$ cat src/logic/udp_traffic_pkg.sv
package udp_traffic_pkg;

	// --------------------------------------------------
	// Payload format
	// --------------------------------------------------
	localparam int          WORD_BYTES   = 4;            // Bytes per MAC word
	localparam int          HDR_WORDS    = 3;            // Pkt num high, pkt num low, pattern
	localparam int          PKT_NUM_W    = 64;           // Packet number width
	localparam logic [31:0] TEST_PATTERN = 32'h00_01_02_03;
	localparam logic [7:0]  BYTE_STEP    = 8'd4;         // Per byte rise between data words

	// Ones' complement sum of an intact frame
	localparam logic [15:0] CSUM_GOOD = 16'hFFFF;

	// One MAC word, seen whole or as bytes
	// Byte 3 goes out first on the wire
	typedef union packed {
		logic [31:0]      word;
		logic [3:0][7:0]  bytes;
	} payload_word_u;

	// 16 bit add with end around carry
	// One fold is enough for two operands
	function automatic logic [15:0] oc_add16(input logic [15:0] a, input logic [15:0] b);
		logic [16:0] s;
		s = {1'b0, a} + {1'b0, b};
		return s[15:0] + {15'd0, s[16]};
	endfunction

endpackage
$ cat src/logic/payload_fifo_if.sv
`timescale 1ns/1ns

// Word path from generator through the store to the streamer
interface payload_fifo_if;

	logic                          wr_en;     // Write strobe, one word per cycle
	udp_traffic_pkg::payload_word_u wr_data;
	logic                          rd_en;     // Pop head, ignored while empty
	udp_traffic_pkg::payload_word_u rd_data;   // Head word, always visible
	logic                          empty;

	modport writer (output wr_en, output wr_data);

	modport reader (output rd_en, input rd_data, input empty);

	modport store (
		input  wr_en,
		input  wr_data,
		input  rd_en,
		output rd_data,
		output empty
	);

endinterface

$ cat src/logic/mac_tx_streamer.sv
`timescale 1ns/1ns

module mac_tx_streamer import udp_traffic_pkg::*; #(
	parameter int PAYLOAD_BYTES = 1446
) (
	input  logic           pll_62_5m_clk,
	input  logic           rst_n,
	input  logic           send_req_i,
	input  logic           tx_wa_i,       // MAC write allowed
	output logic           send_ack_o,
	output logic           tx_wr_o,
	output logic [31:0]    tx_data_o,
	output logic [1:0]     tx_be_o,
	output logic           tx_sop_o,
	output logic           tx_eop_o,
	payload_fifo_if.reader fifo
);

	localparam int         FRAME_WORDS = (PAYLOAD_BYTES + WORD_BYTES - 1) / WORD_BYTES;
	localparam int         CW          = $clog2(FRAME_WORDS + 1);
	localparam logic [1:0] LAST_BE     = 2'(PAYLOAD_BYTES % WORD_BYTES);  // 0 means all four

	logic          active;
	logic [CW-1:0] wcnt;       // Words accepted so far
	logic          last_word;

	// Word moves only when MAC allows and data is there
	assign tx_wr_o   = active && tx_wa_i && !fifo.empty;
	assign fifo.rd_en = tx_wr_o;
	assign last_word = (wcnt == CW'(FRAME_WORDS - 1));

	assign tx_data_o = fifo.rd_data.word;
	assign tx_sop_o  = tx_wr_o && (wcnt == '0);
	assign tx_eop_o  = tx_wr_o && last_word;
	assign tx_be_o   = last_word ? LAST_BE : 2'd0;  // BE matters on eop only

	always_ff @(posedge pll_62_5m_clk or negedge rst_n)
	begin
		if (!rst_n)
		begin
			active     <= 1'b0;
			send_ack_o <= 1'b0;
			wcnt       <= '0;
		end
		else if (!active)
		begin
			if (send_req_i && !send_ack_o)
				active <= 1'b1;
			else if (!send_req_i)
				send_ack_o <= 1'b0;
		end
		else if (tx_wr_o)
		begin
			if (last_word)
			begin
				active     <= 1'b0;
				send_ack_o <= 1'b1;        // Cycle after eop accepted
				wcnt       <= '0;
			end
			else
				wcnt <= wcnt + 1'b1;
		end
	end

endmodule

$ cat src/flat_wrapper.sv
// flat-port wrapper written by rule: the top's interface ports become plain ports
module mac_tx_streamer_flat import udp_traffic_pkg::*;
#(
	parameter int PAYLOAD_BYTES = 1446
)
  (pll_62_5m_clk, rst_n, send_req_i, tx_wa_i, send_ack_o, tx_wr_o, tx_data_o, tx_be_o, tx_sop_o, tx_eop_o, fifo_rd_en, fifo_rd_data, fifo_empty);
  payload_fifo_if fifo_i ();
  input  logic pll_62_5m_clk;
  input  logic rst_n;
  input  logic send_req_i;
  input  logic tx_wa_i;
  output logic send_ack_o;
  output logic tx_wr_o;
  output logic [31:0] tx_data_o;
  output logic [1:0] tx_be_o;
  output logic tx_sop_o;
  output logic tx_eop_o;
  output wire logic [$bits(fifo_i.rd_en)-1:0] fifo_rd_en;
  input wire logic [$bits(fifo_i.rd_data)-1:0] fifo_rd_data;
  input wire logic [$bits(fifo_i.empty)-1:0] fifo_empty;
  assign fifo_rd_en = fifo_i.rd_en;
  assign fifo_i.rd_data = fifo_rd_data;
  assign fifo_i.empty = fifo_empty;
  mac_tx_streamer #(.PAYLOAD_BYTES(PAYLOAD_BYTES)) u_core (.pll_62_5m_clk(pll_62_5m_clk), .rst_n(rst_n), .send_req_i(send_req_i), .tx_wa_i(tx_wa_i), .send_ack_o(send_ack_o), .tx_wr_o(tx_wr_o), .tx_data_o(tx_data_o), .tx_be_o(tx_be_o), .tx_sop_o(tx_sop_o), .tx_eop_o(tx_eop_o), .fifo(fifo_i));
endmodule
$ cat config.mk
export PLATFORM = sky130hd
export DESIGN_NAME = mac_tx_streamer_flat
export DESIGN_NICKNAME = d
export VERILOG_FILES = /design/src/logic/udp_traffic_pkg.sv /design/src/logic/payload_fifo_if.sv /design/src/logic/mac_tx_streamer.sv /design/src/flat_wrapper.sv
export SDC_FILE = /design/constraint.sdc
export NUM_CORES = 1
export LEC_CHECK = 0
export BUFFER_PORTS_ARGS = -buffer_cell sky130_fd_sc_hd__buf_4
export CORE_MARGIN = 1
export CORE_UTILIZATION = 38
export CTS_CLUSTER_DIAMETER = 200
export DETAILED_ROUTE_END_ITERATION = 16
export HOLD_SLACK_MARGIN = 0.1
export PLACE_DENSITY = 0.77
export SYNTH_ARGS = -nofsm -noshare
export SYNTH_HDL_FRONTEND = slang
export SYNTH_SLANG_ARGS = --single-unit
export TNS_END_PERCENT = 5
$ cat constraint.sdc
create_clock -name pll_62_5m_clk -period 2 [get_ports pll_62_5m_clk]
set_input_delay 0.6 -clock pll_62_5m_clk [delete_from_list [all_inputs] [get_ports pll_62_5m_clk]]
set_output_delay 0.6 -clock pll_62_5m_clk [all_outputs]
set_load 0.05 [all_outputs]
; ---- Yosys cells after proc, flatten, opt, wreduce, memory -nomap -nowiden
; Index checks and enable logic that the tools add are counted.
[op_classes]
addsub = 1
n_mul = 0
div_mod_pow = 0
magnitude_cmp = 0
eq_ne = 5
n_shift = 0
n_mux = 11
n_bitwise = 0
n_reduce_logical = 10
[ops]
columns = op, count
row1 = $add A9 B1 Y9 const B, 1
row2 = $eq A9 B9 Y1 const B, 1
row3 = $logic_not A9 Y1, 1
row4 = $mux W1, 9
row5 = $mux W9, 1
row6 = $ne A2 B1 Y1 const B, 3
row7 = $logic_and A1 B1 Y1, 5
row8 = $reduce_and A4 Y1, 1
row9 = $logic_not A1 Y1, 2
row10 = $mux W2, 1
row11 = $ne A2 B2 Y1 const B, 1
row12 = $reduce_and A2 Y1, 1
[totals]
regBits = 11
latchBits = 0
ram_bits = 0
rom_bits = 0
in_bits = 37
output_inout_bits = 39
wordCells = 30
mem_count = 0

; ---- Longest topological paths before layout
; Gate-level depths: netlist (run 1).
[depth]
ltp_word = 4
depth_mapped = 5
mapped_depth_nobuf = 5

; ---- Worst setup path before layout (run 1)
; No wires, ideal clock.
[synth_path]
kind = flip-flop to output port
from = reg u_core.wcnt[2]
to = out tx_sop_o
arrival_time_ns = 1.915
t_required_ns = 1.400
path_slack_ns = -0.515
path_stages_with_launch = 3
cell_sequence = dfrtp_1 > or3_4 > nor3_1
[synth_via]
elab_chain_cells = 2
[synth_rtl]
columns = item, line_no
row1 = from (decl), mac_tx_streamer.sv:24  ; logic [CW-1:0] wcnt;
row2 = from (signal assigned), mac_tx_streamer.sv:61  ; wcnt <= wcnt + 1'b1;
row3 = $logic_not A9 Y1, mac_tx_streamer.sv:33  ; assign tx_sop_o = tx_wr_o && (wcnt == '0);
row4 = $logic_and A1 B1 Y1, mac_tx_streamer.sv:33
row5 = to (decl), flat_wrapper.sv:16  ; output logic tx_sop_o;
; Every way passes these cells.

; ---- Worst setup path after layout (run 1)
[layout_path]
from = reg u_core.wcnt[4]
to = out tx_eop_o
[layout_via]
elab_chain_cells = 2
[layout_rtl]
columns = item, line_no
row1 = $eq A9 B9 Y1, mac_tx_streamer.sv:30  ; assign last_word = (wcnt == CW'(FRAME_WORDS - 1));
row2 = $logic_and A1 B1 Y1, mac_tx_streamer.sv:34  ; assign tx_eop_o = tx_wr_o && last_word;
row3 = to (decl), flat_wrapper.sv:17  ; output logic tx_eop_o;
; Every way passes these cells.

==> run_results.csv, run 1 <==
group,metric,value,unit
status,status,"finished with violations",
status,violations,"setup timing",
clock_network,cts_hold_buf,0,
synth,async_reset_ff_frac,1.00,
grt,grt_pass1_vias,643,
synth,synth_fa_ha_area_frac,0.0423,
setup_path,crit_fanout,3,
timing,finalCriticalPeriod,2.18,ns
routing,drc,0,
finish,fin_area,907,um^2
run,drv_cap,0,
finish,syn2layout_area_growth,2.11,%
setup_path,crit_type,"reg -> out",
setup_path,startpoint,"u_core.wcnt[4]",
synth,yosys_warnings,0,
floorplanning,rows,17,
timing,final.period_utilization,1.09,
timing,rsz0062_at_grt,"yes",
synth,synth_mux_area_frac,0,
power,seqPwrFrac,0.414,
setup_path,regToRegStartpoint,"u_core.wcnt[1]",
timing,fin_skew,0.000470,ns
synth,synthXorXnorAreaFrac,0.0296,
synth,seq_area_frac_synth,0.310,
synth,synth_cells,99,
power,combPwrFrac,0.368,
synth,synth-simple-area-share,0.218,
routing,wl_per_cell,15.0,um
timing,timing.fmax,460,MHz
clock_network,clock_sinks,11,
grt,grt_max_degree,12,
synth,synth-seq-cells,11,
setup_path,cp-endpoint,"tx_eop_o",
finish,n_antenna_cell,0,
setup_path,cpPeakStageDelay,0.44,ns
setup_path,critPathSlowestCell,"or3_4",
synth,synth_top_family_by_area,"buffers and inverters",
routing,drt-total-wl,1.77,mm
power,ir_worst_vdd,0.000650,V
power,p_switching,281,uW
synth,ys_types,25,
synth,synth-edff-count,0,
timing,setup_tns,-0.374,ns
timing,finalSetupViolCount,3,
synth,synth.cell_area,888,um^2
synth,syn-mean-instance-area,8.97,um^2
routing,dr.pass1.iters,4,
floorplanning,die-area,0.00254,mm^2
floorplanning,fp.coreArea,0.00221,mm^2
routing,drt_iter0_drc,9,
routing,routed_via_density,5.31,
place,post-dp-hpwl,1.28,mm
floorplanning,die_x,50.4,um
setup_path,worstPathRequired,1.40,ns
setup_path,crit_path_end_kind,"output pin",
setup_path,r2r_end,"u_core.wcnt[8]",
setup_path,r2r_cells,6,
finish,drive_gt1_frac,0.389,
timing,worst_slack,-0.176,ns
finish,nets,131,
clock_network,clockBufferDepth,2,
grt,grt.overflow.total,0,
grt,grt_usage,0.150,
grt,antenna_found_initial,0,
place,portBuffers,10,
floorplanning,ios,76,
power,clockPowerShare,0.217,
place,placed_area,823,um^2
timing,hold_viol_final,0,
power,netSwitchingFraction,0.380,
synth,synth_fp_nets,139,
synth,synth-main-ff-cell,"dfrtp_1",
power,power.internal,457,uW
clock_network,h-tree-depth,1,
finish,utilization,0.410,
timing,maxSlewViolCount,0,
clock_network,clk_latency,0.27,ns
setup_path,crit_chain,"or3_4, nor4_4, buf_6",
floorplanning,initial_core_util,0.402,
place,place.gp.congestion,0.854,
routing,dr_total_vias,626,
worst_hold_path,holdCritPathClass,"in -> async",
setup_path,reg2reg_slack,0.34,ns
clock_network,cts_tree,"done",
power,leakagePower,0.000412,uW
synth,synth_compound_area_frac,0.0831,
routing,ant_nets,0,
power,powerDensity,813,mW/mm^2
clock_network,clk_pin_slew,0.08,ns
clock_network,cts-root-buf,"clkbuf_4",
floorplanning,die_y,50.4,um
grt,grt_pass1_wl,2.82,mm
clock_network,cts_made_buffers,3,
setup_path,arrival,1.58,ns
setup_path,startpoint_type,"flop",
[metrics by stage]
step	std cells	setup slack (ns)	total power [uW]	hold slack [ns]
after global routing	118	-0.237	775	0.140
final	118	-0.176	738	0.139
after floorplan	99	-0.199	603	0.304
after global placement	113	-0.0103	514	0.442
after detailed placement	113	-0.0433	531	0.443
after CTS	117	-0.178	692	0.144
[cell usage after synthesis, types with 2 or more instances]
| cell | instances | area, um^2 |
|---|---|---|
| dfrtp_1 | 11 | 275 |
| xor2_1 | 2 | 17.5 |
| o21ai_0 | 5 | 25.0 |
| nand3_1 | 3 | 15.0 |
| o31ai_1 | 2 | 15.0 |
| ha_1 | 3 | 37.5 |
| nand4_1 | 3 | 18.8 |
| or3_1 | 2 | 12.5 |
| nor3_1 | 3 | 15.0 |
| nand2b_1 | 3 | 18.8 |
| a21oi_1 | 4 | 20.0 |
| nand2_1 | 6 | 22.5 |
| nor2_1 | 2 | 7.51 |
| buf_4 | 35 | 263 |
| inv_1 | 4 | 15.0 |
| nand4b_1 | 2 | 17.5 |
[power by group through the flow]
stage                     clock network [uW]  registers (uW)  logic, uW
after detailed placement                   0             298        233
after floorplan                            0             307        296
final                                    160             306        272
after global placement                     0             295        218
after global routing                     175             310        290
after CTS                                162             294        236
[cell type report]
| cell class | count | area (um^2) |
|---|---|---|
| fill | 225 | 1310 |
| inverter | 4 | 15.0 |
| clock inverter | 1 | 5.00 |
| multi-input combinational | 49 | 377 |
| tap | 28 | 35.0 |
| clock buffer | 3 | 22.5 |
| sequential | 11 | 277 |
| timing repair buffer | 22 | 176 |
[sequential cells by signal (all words and copies together), names as in the netlist]
name and count:
u_core.wcnt 9, u_core.send_ack_o 1, u_core.active 1
[routing by layer]
metal | up-vias | wire [um] | global-route usage
li1 | 284 | - | -
met1 | 305 | 648 | 0.159
met2 | 29 | 904 | 0.240
met3 | 8 | 154 | 0.0485
met4 | 0 | 62 | 0.125
met5 | - | 0 | 0
[how the worst min path moves through the flow]
| stage | startpoint | to | slack, ns | cells after the start |
|---|---|---|---|---|
| CTS | rst_n | u_core.wcnt[6] | 0.14 | 1 |
| finish | rst_n | u_core.wcnt[6] | 0.14 | 1 |
| detailed placement | rst_n | u_core.wcnt[6] | 0.44 | 1 |
| floorplan | rst_n | u_core.active | 0.30 | 0 |
| global placement | rst_n | u_core.wcnt[6] | 0.44 | 1 |
| global route | rst_n | u_core.wcnt[6] | 0.14 | 1 |
[cell families (layout without fill, tap and decap cells)]
kind of cell	Yosys count	in the layout
AO/OA/AOI/OAI	13	13
buffers and inverters	39	30
adder cells (fa/ha/maj)	3	3
other	1	1
XOR/XNOR	3	3
AND/OR/NAND/NOR	29	29
flip-flops	11	11
[placed cells by master (no fill, tap or decap), types with 2 or more instances in the layout]
cell type / count
buf_4: 19
ha_1: 2
buf_6: 3
nand2_1: 6
nand3_1: 2
dfrtp_1: 10
nand4b_1: 2
or3_1: 2
o21ai_0: 5
o31ai_1: 2
nor2_1: 2
a21oi_1: 4
nand4_1: 3
clkbuf_4: 3
inv_1: 3
nand2b_1: 3
xor2_1: 2
[critical path: cells and delay by family (launching register included)]
kind | cells | cell delay, ns
buf+inv | 1 | 0.20
simple gates | 2 | 0.71
flops | 1 | 0.39
[what timing repair did]
| item | CTS | global route |
|---|---|---|
| pin swaps | 2 | 3 |
| buffers inserted | 0 | 1 |
| gates resized for setup | 3 | 8 |
| hold endpoints to repair | 0 | 0 |
| endpoints found under the setup margin | 3 | 3 |
Note: power is estimated with default switching activity, not from simulation.
==> inputs of run 2 (changes only) <==
- ABC_AREA: not set -> 1
- CORE_UTILIZATION: 38 -> 39
- CTS_CLUSTER_DIAMETER: 200 -> 50
- PLACE_DENSITY: 0.77 -> 0.76
==> run_results.csv, run 2 <==
group,metric,value,unit
synth,synth-simple-area-share,0.314,
place,place.gp.congestion,0.829,
setup_path,critPathSlowestCell,"dfrtp_1",
synth,syn-mean-instance-area,7.51,um^2
synth,ys_types,21,
grt,grt_pass1_vias,763,
synth,yosys_warnings,0,
synth,synthXorXnorAreaFrac,0.00891,
synth,synth_top_family_by_area,"buffers and inverters",
finish,fill_cells,240,
finish,fin_area,962,um^2
finish,nets,158,
setup_path,critPathTopFamily,"simple AND/OR/NAND/NOR gates",
setup_path,crit_type,"reg -> out",
routing,drt-total-wl,1.96,mm
place,portBuffers,10,
routing,drc,0,
place,placed_area,868,um^2
timing,finalSetupViolCount,3,
synth,synth-main-ff-cell,"dfrtp_1",
synth,synth-seq-cells,11,
power,combPwrFrac,0.369,
synth,synth.cell_area,983,um^2
clock_network,cts-root-buf,"clkbuf_4",
clock_network,cts_made_buffers,3,
synth,yosys-top-cells-count,"buf_4 (35), nand2_1 (24), inv_1 (14)",
routing,routed_via_density,5.05,
grt,grt_max_degree,12,
finish,drive_gt1_frac,0.325,
synth,synth_cells,131,
routing,dr_total_vias,732,
clock_network,clockBufferDepth,2,
finish,instances_no_fill,145,
finish,largest_reg_flops,9,
floorplanning,rows,17,
power,power.total,782,uW
synth,ys_top_cells_by_area,"dfrtp_1 (28%), buf_4 (27%), nand2_1 (9.2%)",
place,post-dp-hpwl,1.42,mm
timing,rsz0062_at_grt,"yes",
synth,synth_fp_nets,171,
floorplanning,fp.coreArea,0.00230,mm^2
power,power.internal,465,uW
finish,top_regs,"u_core.wcnt (9), u_core.active (1), u_core.send_ack_o (1)",
synth,yosys.area.top_type,"dfrtp_1",
status,violations,"setup timing",
grt,antenna_found_initial,0,
timing,worst_slack,-0.103,ns
finish,syn2layout_area_growth,-2.16,%
setup_path,worstPathRequired,1.40,ns
synth,yosysMostFrequentCell,"buf_4",
setup_path,crit_cells,7,
place,place_inst,137,
clock_network,h-tree-depth,1,
setup_path,arrival,1.50,ns
synth,synth_top_area_frac,0.280,
finish,final_common_cell,"nand2_1",
setup_path,crit_chain,"inv_2, ha_4, nand2_1, nor2_1, nand2_2, nor2_4, buf_8",
clock_network,clock_sinks,11,
floorplanning,initial_core_util,0.428,
setup_path,startpoint,"u_core.wcnt[1]",
setup_path,cpPeakStageDelay,0.40,ns
grt,grt.overflow.total,0,
finish,utilization,0.419,
clock_network,cts_hold_buf,0,
synth,async_reset_ff_frac,1.00,
finish,multiInputGateArea,422,um^2
setup_path,crit_path_end_kind,"output pin",
finish,n_antenna_cell,0,
power,netSwitchingFraction,0.404,
floorplanning,die_y,52.2,um
synth,synth_compound_area_frac,0.0305,
finish,regMostFlops,"u_core.wcnt",
timing,timing.fmax,476,MHz
routing,drt_iter0_drc,21,
power,ir_worst_vdd,0.000410,V
power,clockPowerShare,0.208,
setup_path,crit_buf_inv,2,
finish,final_cell_mix,"nand2_1 (24), buf_4 (14), inv_1 (12), nor2_1 (10), dfrtp_1 (10)",
synth,synth-edff-count,0,
routing,dr.pass1.iters,4,
routing,ant_nets,0,
timing,hold_viol_final,0,
clock_network,clk_latency,0.28,ns
setup_path,regToRegStartpoint,"u_core.wcnt[1]",
timing,final.period_utilization,1.05,
clock_network,clk_pin_slew,0.08,ns
power,powerDensity,812,mW/mm^2
power,p_switching,316,uW
run,drv_cap,0,
power,leakagePower,0.000494,uW
setup_path,startpoint_type,"flop",
floorplanning,die_x,52.2,um
synth,synth_mux_area_frac,0,
floorplanning,die-area,0.00273,mm^2
setup_path,crit_fanout,4,
clock_network,cts_tree,"done",
grt,grt_usage,0.159,
worst_hold_path,holdCritPathClass,"in -> async",
timing,fin_skew,0.00419,ns
floorplanning,ios,76,
setup_path,r2r_cells,5,
power,seqPwrFrac,0.423,
grt,grt_pass1_wl,3.15,mm
status,status,"finished with violations",
synth,synth_fa_ha_area_frac,0.0382,
finish,ff_latch_area,277,um^2
synth,seq_area_frac_synth,0.280,
routing,wl_per_cell,13.5,um
timing,finalCriticalPeriod,2.10,ns
timing,maxSlewViolCount,0,
timing,whs,0.141,ns
run 2: cell type report:
cell class | count | share of cell area
multi-input combinational | 70 | 0.438
sequential | 11 | 0.287
timing repair buffer | 17 | 0.152
inverter | 15 | 0.0585
tap | 28 | 0.0364
clock buffer | 4 | 0.0273
run 2: worst paths after layout:
check | to | slack [ns]
max | tx_eop_o | -0.10
min | u_core.active | 0.14
max reg2reg | u_core.wcnt[4] | 0.53
min reg2reg | u_core.wcnt[7] | 0.52
max in group asynchronous | u_core.wcnt[0] | 1.69
min in group pll_62_5m_clk | u_core.wcnt[7] | 0.52
run 2: power by group through the flow:
stage,sequential [uW],clock (uW),combinational [uW]
after global placement,335,0,219
after CTS,331,167,261
after detailed placement,338,0,229
after global routing,338,167,323
final,330,163,288
after floorplan,322,0,351
run 2: what timing repair did:
item,CTS,global route
pin swaps,1,4
gates resized for setup,7,4
buffers inserted,2,2
setup endpoints to repair,3,3
run 2: layer usage:
metal / GRT usage / vias up / wire length [um]
met5: 0 / - / 0
li1: - / 342 / -
met3: 0.0232 / 19 / 176
met2: 0.254 / 40 / 947
met4: 0.154 / 0 / 102
met1: 0.177 / 331 / 732
run 2: kinds of logic after synthesis:
family,count (synthesis)
adders and majority gates,3
AOI/OAI and AO/OA,6
buffers and inverters,50
other,1
and+or+nand+nor,59
xor gates and xnor gates,1
DFF,11
run 2: worst reg2reg max path, cell delays in order (launching register included):
cell and delay, ns:
dfrtp_1 0.38, buf_4 0.13, ha_1 0.26, nand3_1 0.16, nor3_1 0.33, nor3_2 0.09
run 2: stage by stage:
step | setup TNS, ns | worst slack [ns]
final | -0.161 | -0.103
after global routing | -0.326 | -0.159
after CTS | -0.261 | -0.104
after detailed placement | 0 | 0.0727
after global placement | 0 | 0.0802
after floorplan | 0 | 0.0445
==> inputs of run 3 (changes only) <==
- CELL_PAD_IN_SITES_DETAIL_PLACEMENT: not set -> 1
- CELL_PAD_IN_SITES_GLOBAL_PLACEMENT: not set -> 1
- CORE_ASPECT_RATIO: not set -> 0.7
- CORE_UTILIZATION: 39 -> 26
- PLACE_DENSITY: 0.76 -> 0.77
==> run_results.csv, run 3 (same netlist as run 2, synthesis figures left out) <==
group,metric,value,unit
power,seqPwrFrac,0.383,
timing,finalCriticalPeriod,1.99,ns
finish,fill_cells,458,
finish,n_antenna_cell,0,
floorplanning,initial_core_util,0.276,
clock_network,cts_hold_buf,0,
place,portBuffers,10,
finish,drive_gt1_frac,0.372,
setup_path,reg2reg_slack,0.51,ns
timing,hold_viol_final,0,
clock_network,cts_tree,"done",
setup_path,critPathSlowestCell,"nor4_4",
finish,syn2layout_area_growth,5.73,%
routing,dr.pass1.iters,4,
finish,instances_no_fill,171,
setup_path,r2r_cells,8,
routing,drt-total-wl,2.18,mm
routing,routed_via_density,4.29,
power,ir_worst_vdd,0.000431,V
power,combPwrFrac,0.355,
power,p_switching,338,uW
place,pre_cts_ws,0.0504,ns
routing,drt_iter0_drc,11,
power,power.internal,533,uW
finish,utilization,0.292,
clock_network,cts_made_buffers,3,
setup_path,regToRegStartpoint,"u_core.wcnt[0]",
grt,grt.overflow.total,0,
clock_network,clockBufferDepth,2,
setup_path,arrival,1.39,ns
timing,maxSlewViolCount,0,
timing,worst_slack,0.0103,ns
finish,final_common_cell,"nand2_1",
floorplanning,rows,18,
setup_path,crit_path_end_kind,"output pin",
grt,globalRouteMet2Util,0.208,
power,netSwitchingFraction,0.388,
floorplanning,die-area,0.00404,mm^2
timing,timing.fmax,503,MHz
setup_path,crit_chain,"buf_4, inv_1, nand3_4, nor4_4, buf_6",
clock_network,clk_pin_slew,0.05,ns
setup_path,startpoint_type,"primary input",
grt,grt_max_degree,12,
grt,grt_usage,0.132,
finish,largest_reg_flops,9,
setup_path,startpoint,"fifo_empty",
floorplanning,die_y,53.5,um
timing,rsz0062_at_grt,"yes",
timing,final.period_utilization,0.995,
clock_network,cts-root-buf,"clkbuf_8",
timing,setup_tns,0,ns
finish,top_regs,"u_core.wcnt (9), u_core.active (1), u_core.send_ack_o (1)",
place,place_inst,159,
routing,drc,0,
clock_network,clk_latency,0.24,ns
timing,fin_skew,0.00182,ns
setup_path,crit_type,"in -> out",
setup_path,r2r_end,"u_core.wcnt[8]",
finish,regMostFlops,"u_core.wcnt",
grt,grt-busiest-layer,"met2",
run,drv_cap,0,
grt,grtUsageMet3,0.0533,
place,place.gp.congestion,0.850,
floorplanning,ios,76,
clock_network,clock_sinks,11,
finish,final_cell_mix,"nand2_1 (22), buf_4 (18), inv_1 (12), dfrtp_1 (11)",
power,leakagePower,0.000522,uW
finish,nets,162,
setup_path,cpPeakStageDelay,0.24,ns
timing,finalSetupViolCount,0,
grt,antenna_found_initial,0,
routing,wl_per_cell,12.7,um
grt,grt_pass1_vias,788,
clock_network,h-tree-depth,1,
routing,ant_nets,0,
setup_path,worstPathRequired,1.40,ns
status,status,"completed",
floorplanning,die_x,75.5,um
routing,dr_total_vias,734,
floorplanning,fp.coreArea,0.00356,mm^2
grt,grt_pass1_wl,3.77,mm
worst_hold_path,holdCritPathClass,"in -> async",
place,post-dp-hpwl,1.67,mm
grt,use_met1,0.160,
power,powerDensity,837,mW/mm^2
setup_path,crit_fanout,3,
power,clockPowerShare,0.262,
run 3: cell count changes in the layout (fill, tap and decap cells not counted), sizes merged:
| cell | before | now |
|---|---|---|
| buf | 17 | 21 |
| clkbuf | 4 | 3 |
| clkinv | 0 | 1 |
run 3: through the flow:
stage / cell area, um^2 / power, uW / hold slack (ns)
after floorplan: 998 / 672 / 0.304
after detailed placement: 896 / 573 / 0.453
after global placement: 896 / 562 / 0.445
final: 1040 / 870 / 0.190
after CTS: 1010 / 863 / 0.187
after global routing: 1040 / 939 / 0.184
run 3: cell type report:
| cell class | count | area [um^2] | area share |
|---|---|---|---|
| well taps | 50 | 62.6 | 0.0602 |
| clock buffers | 3 | 41.3 | 0.0397 |
| flip-flops and latches | 11 | 275 | 0.265 |
| multi-input cells | 70 | 427 | 0.410 |
| repair buffers | 21 | 173 | 0.166 |
| clock inverters | 1 | 5.00 | 0.00481 |
| inverters | 15 | 56.3 | 0.0542 |
run 3: how the worst max path moves through the flow:
stage / to / depth (start not counted) / slack [ns]
floorplan: tx_sop_o / 3 / 0.04
global placement: tx_sop_o / 5 / 0.06
detailed placement: tx_sop_o / 5 / 0.05
CTS: tx_eop_o / 7 / -0.02
global route: tx_sop_o / 5 / -0.03
finish: tx_sop_o / 5 / 0.01
run 3: worst max-delay path, delay by kind of cell:
family | cells | cell delay, ns
buffers and inverters | 3 | 0.42
and+or+nand+nor | 2 | 0.36
run 3: what timing repair did:
item / in CTS / in global routing
setup buffers: 6 / 2
endpoints found under the setup margin: 3 / 3
pin swaps: 4 / 2
resized for setup: 6 / 6
run 3: layer usage:
metal | up-vias | wire (um)
li1 | 355 | -
met1 | 350 | 962
met2 | 23 | 1050
met3 | 6 | 136
met4 | 0 | 26
met5 | - | 0
run 3: power by group through the flow:
stage,Combinational (uW),Sequential [uW],Clock (uW)
after floorplan,351,322,0
after global placement,223,339,0
after detailed placement,232,341,0
after CTS,295,327,241
after global routing,349,341,249
final,309,333,228
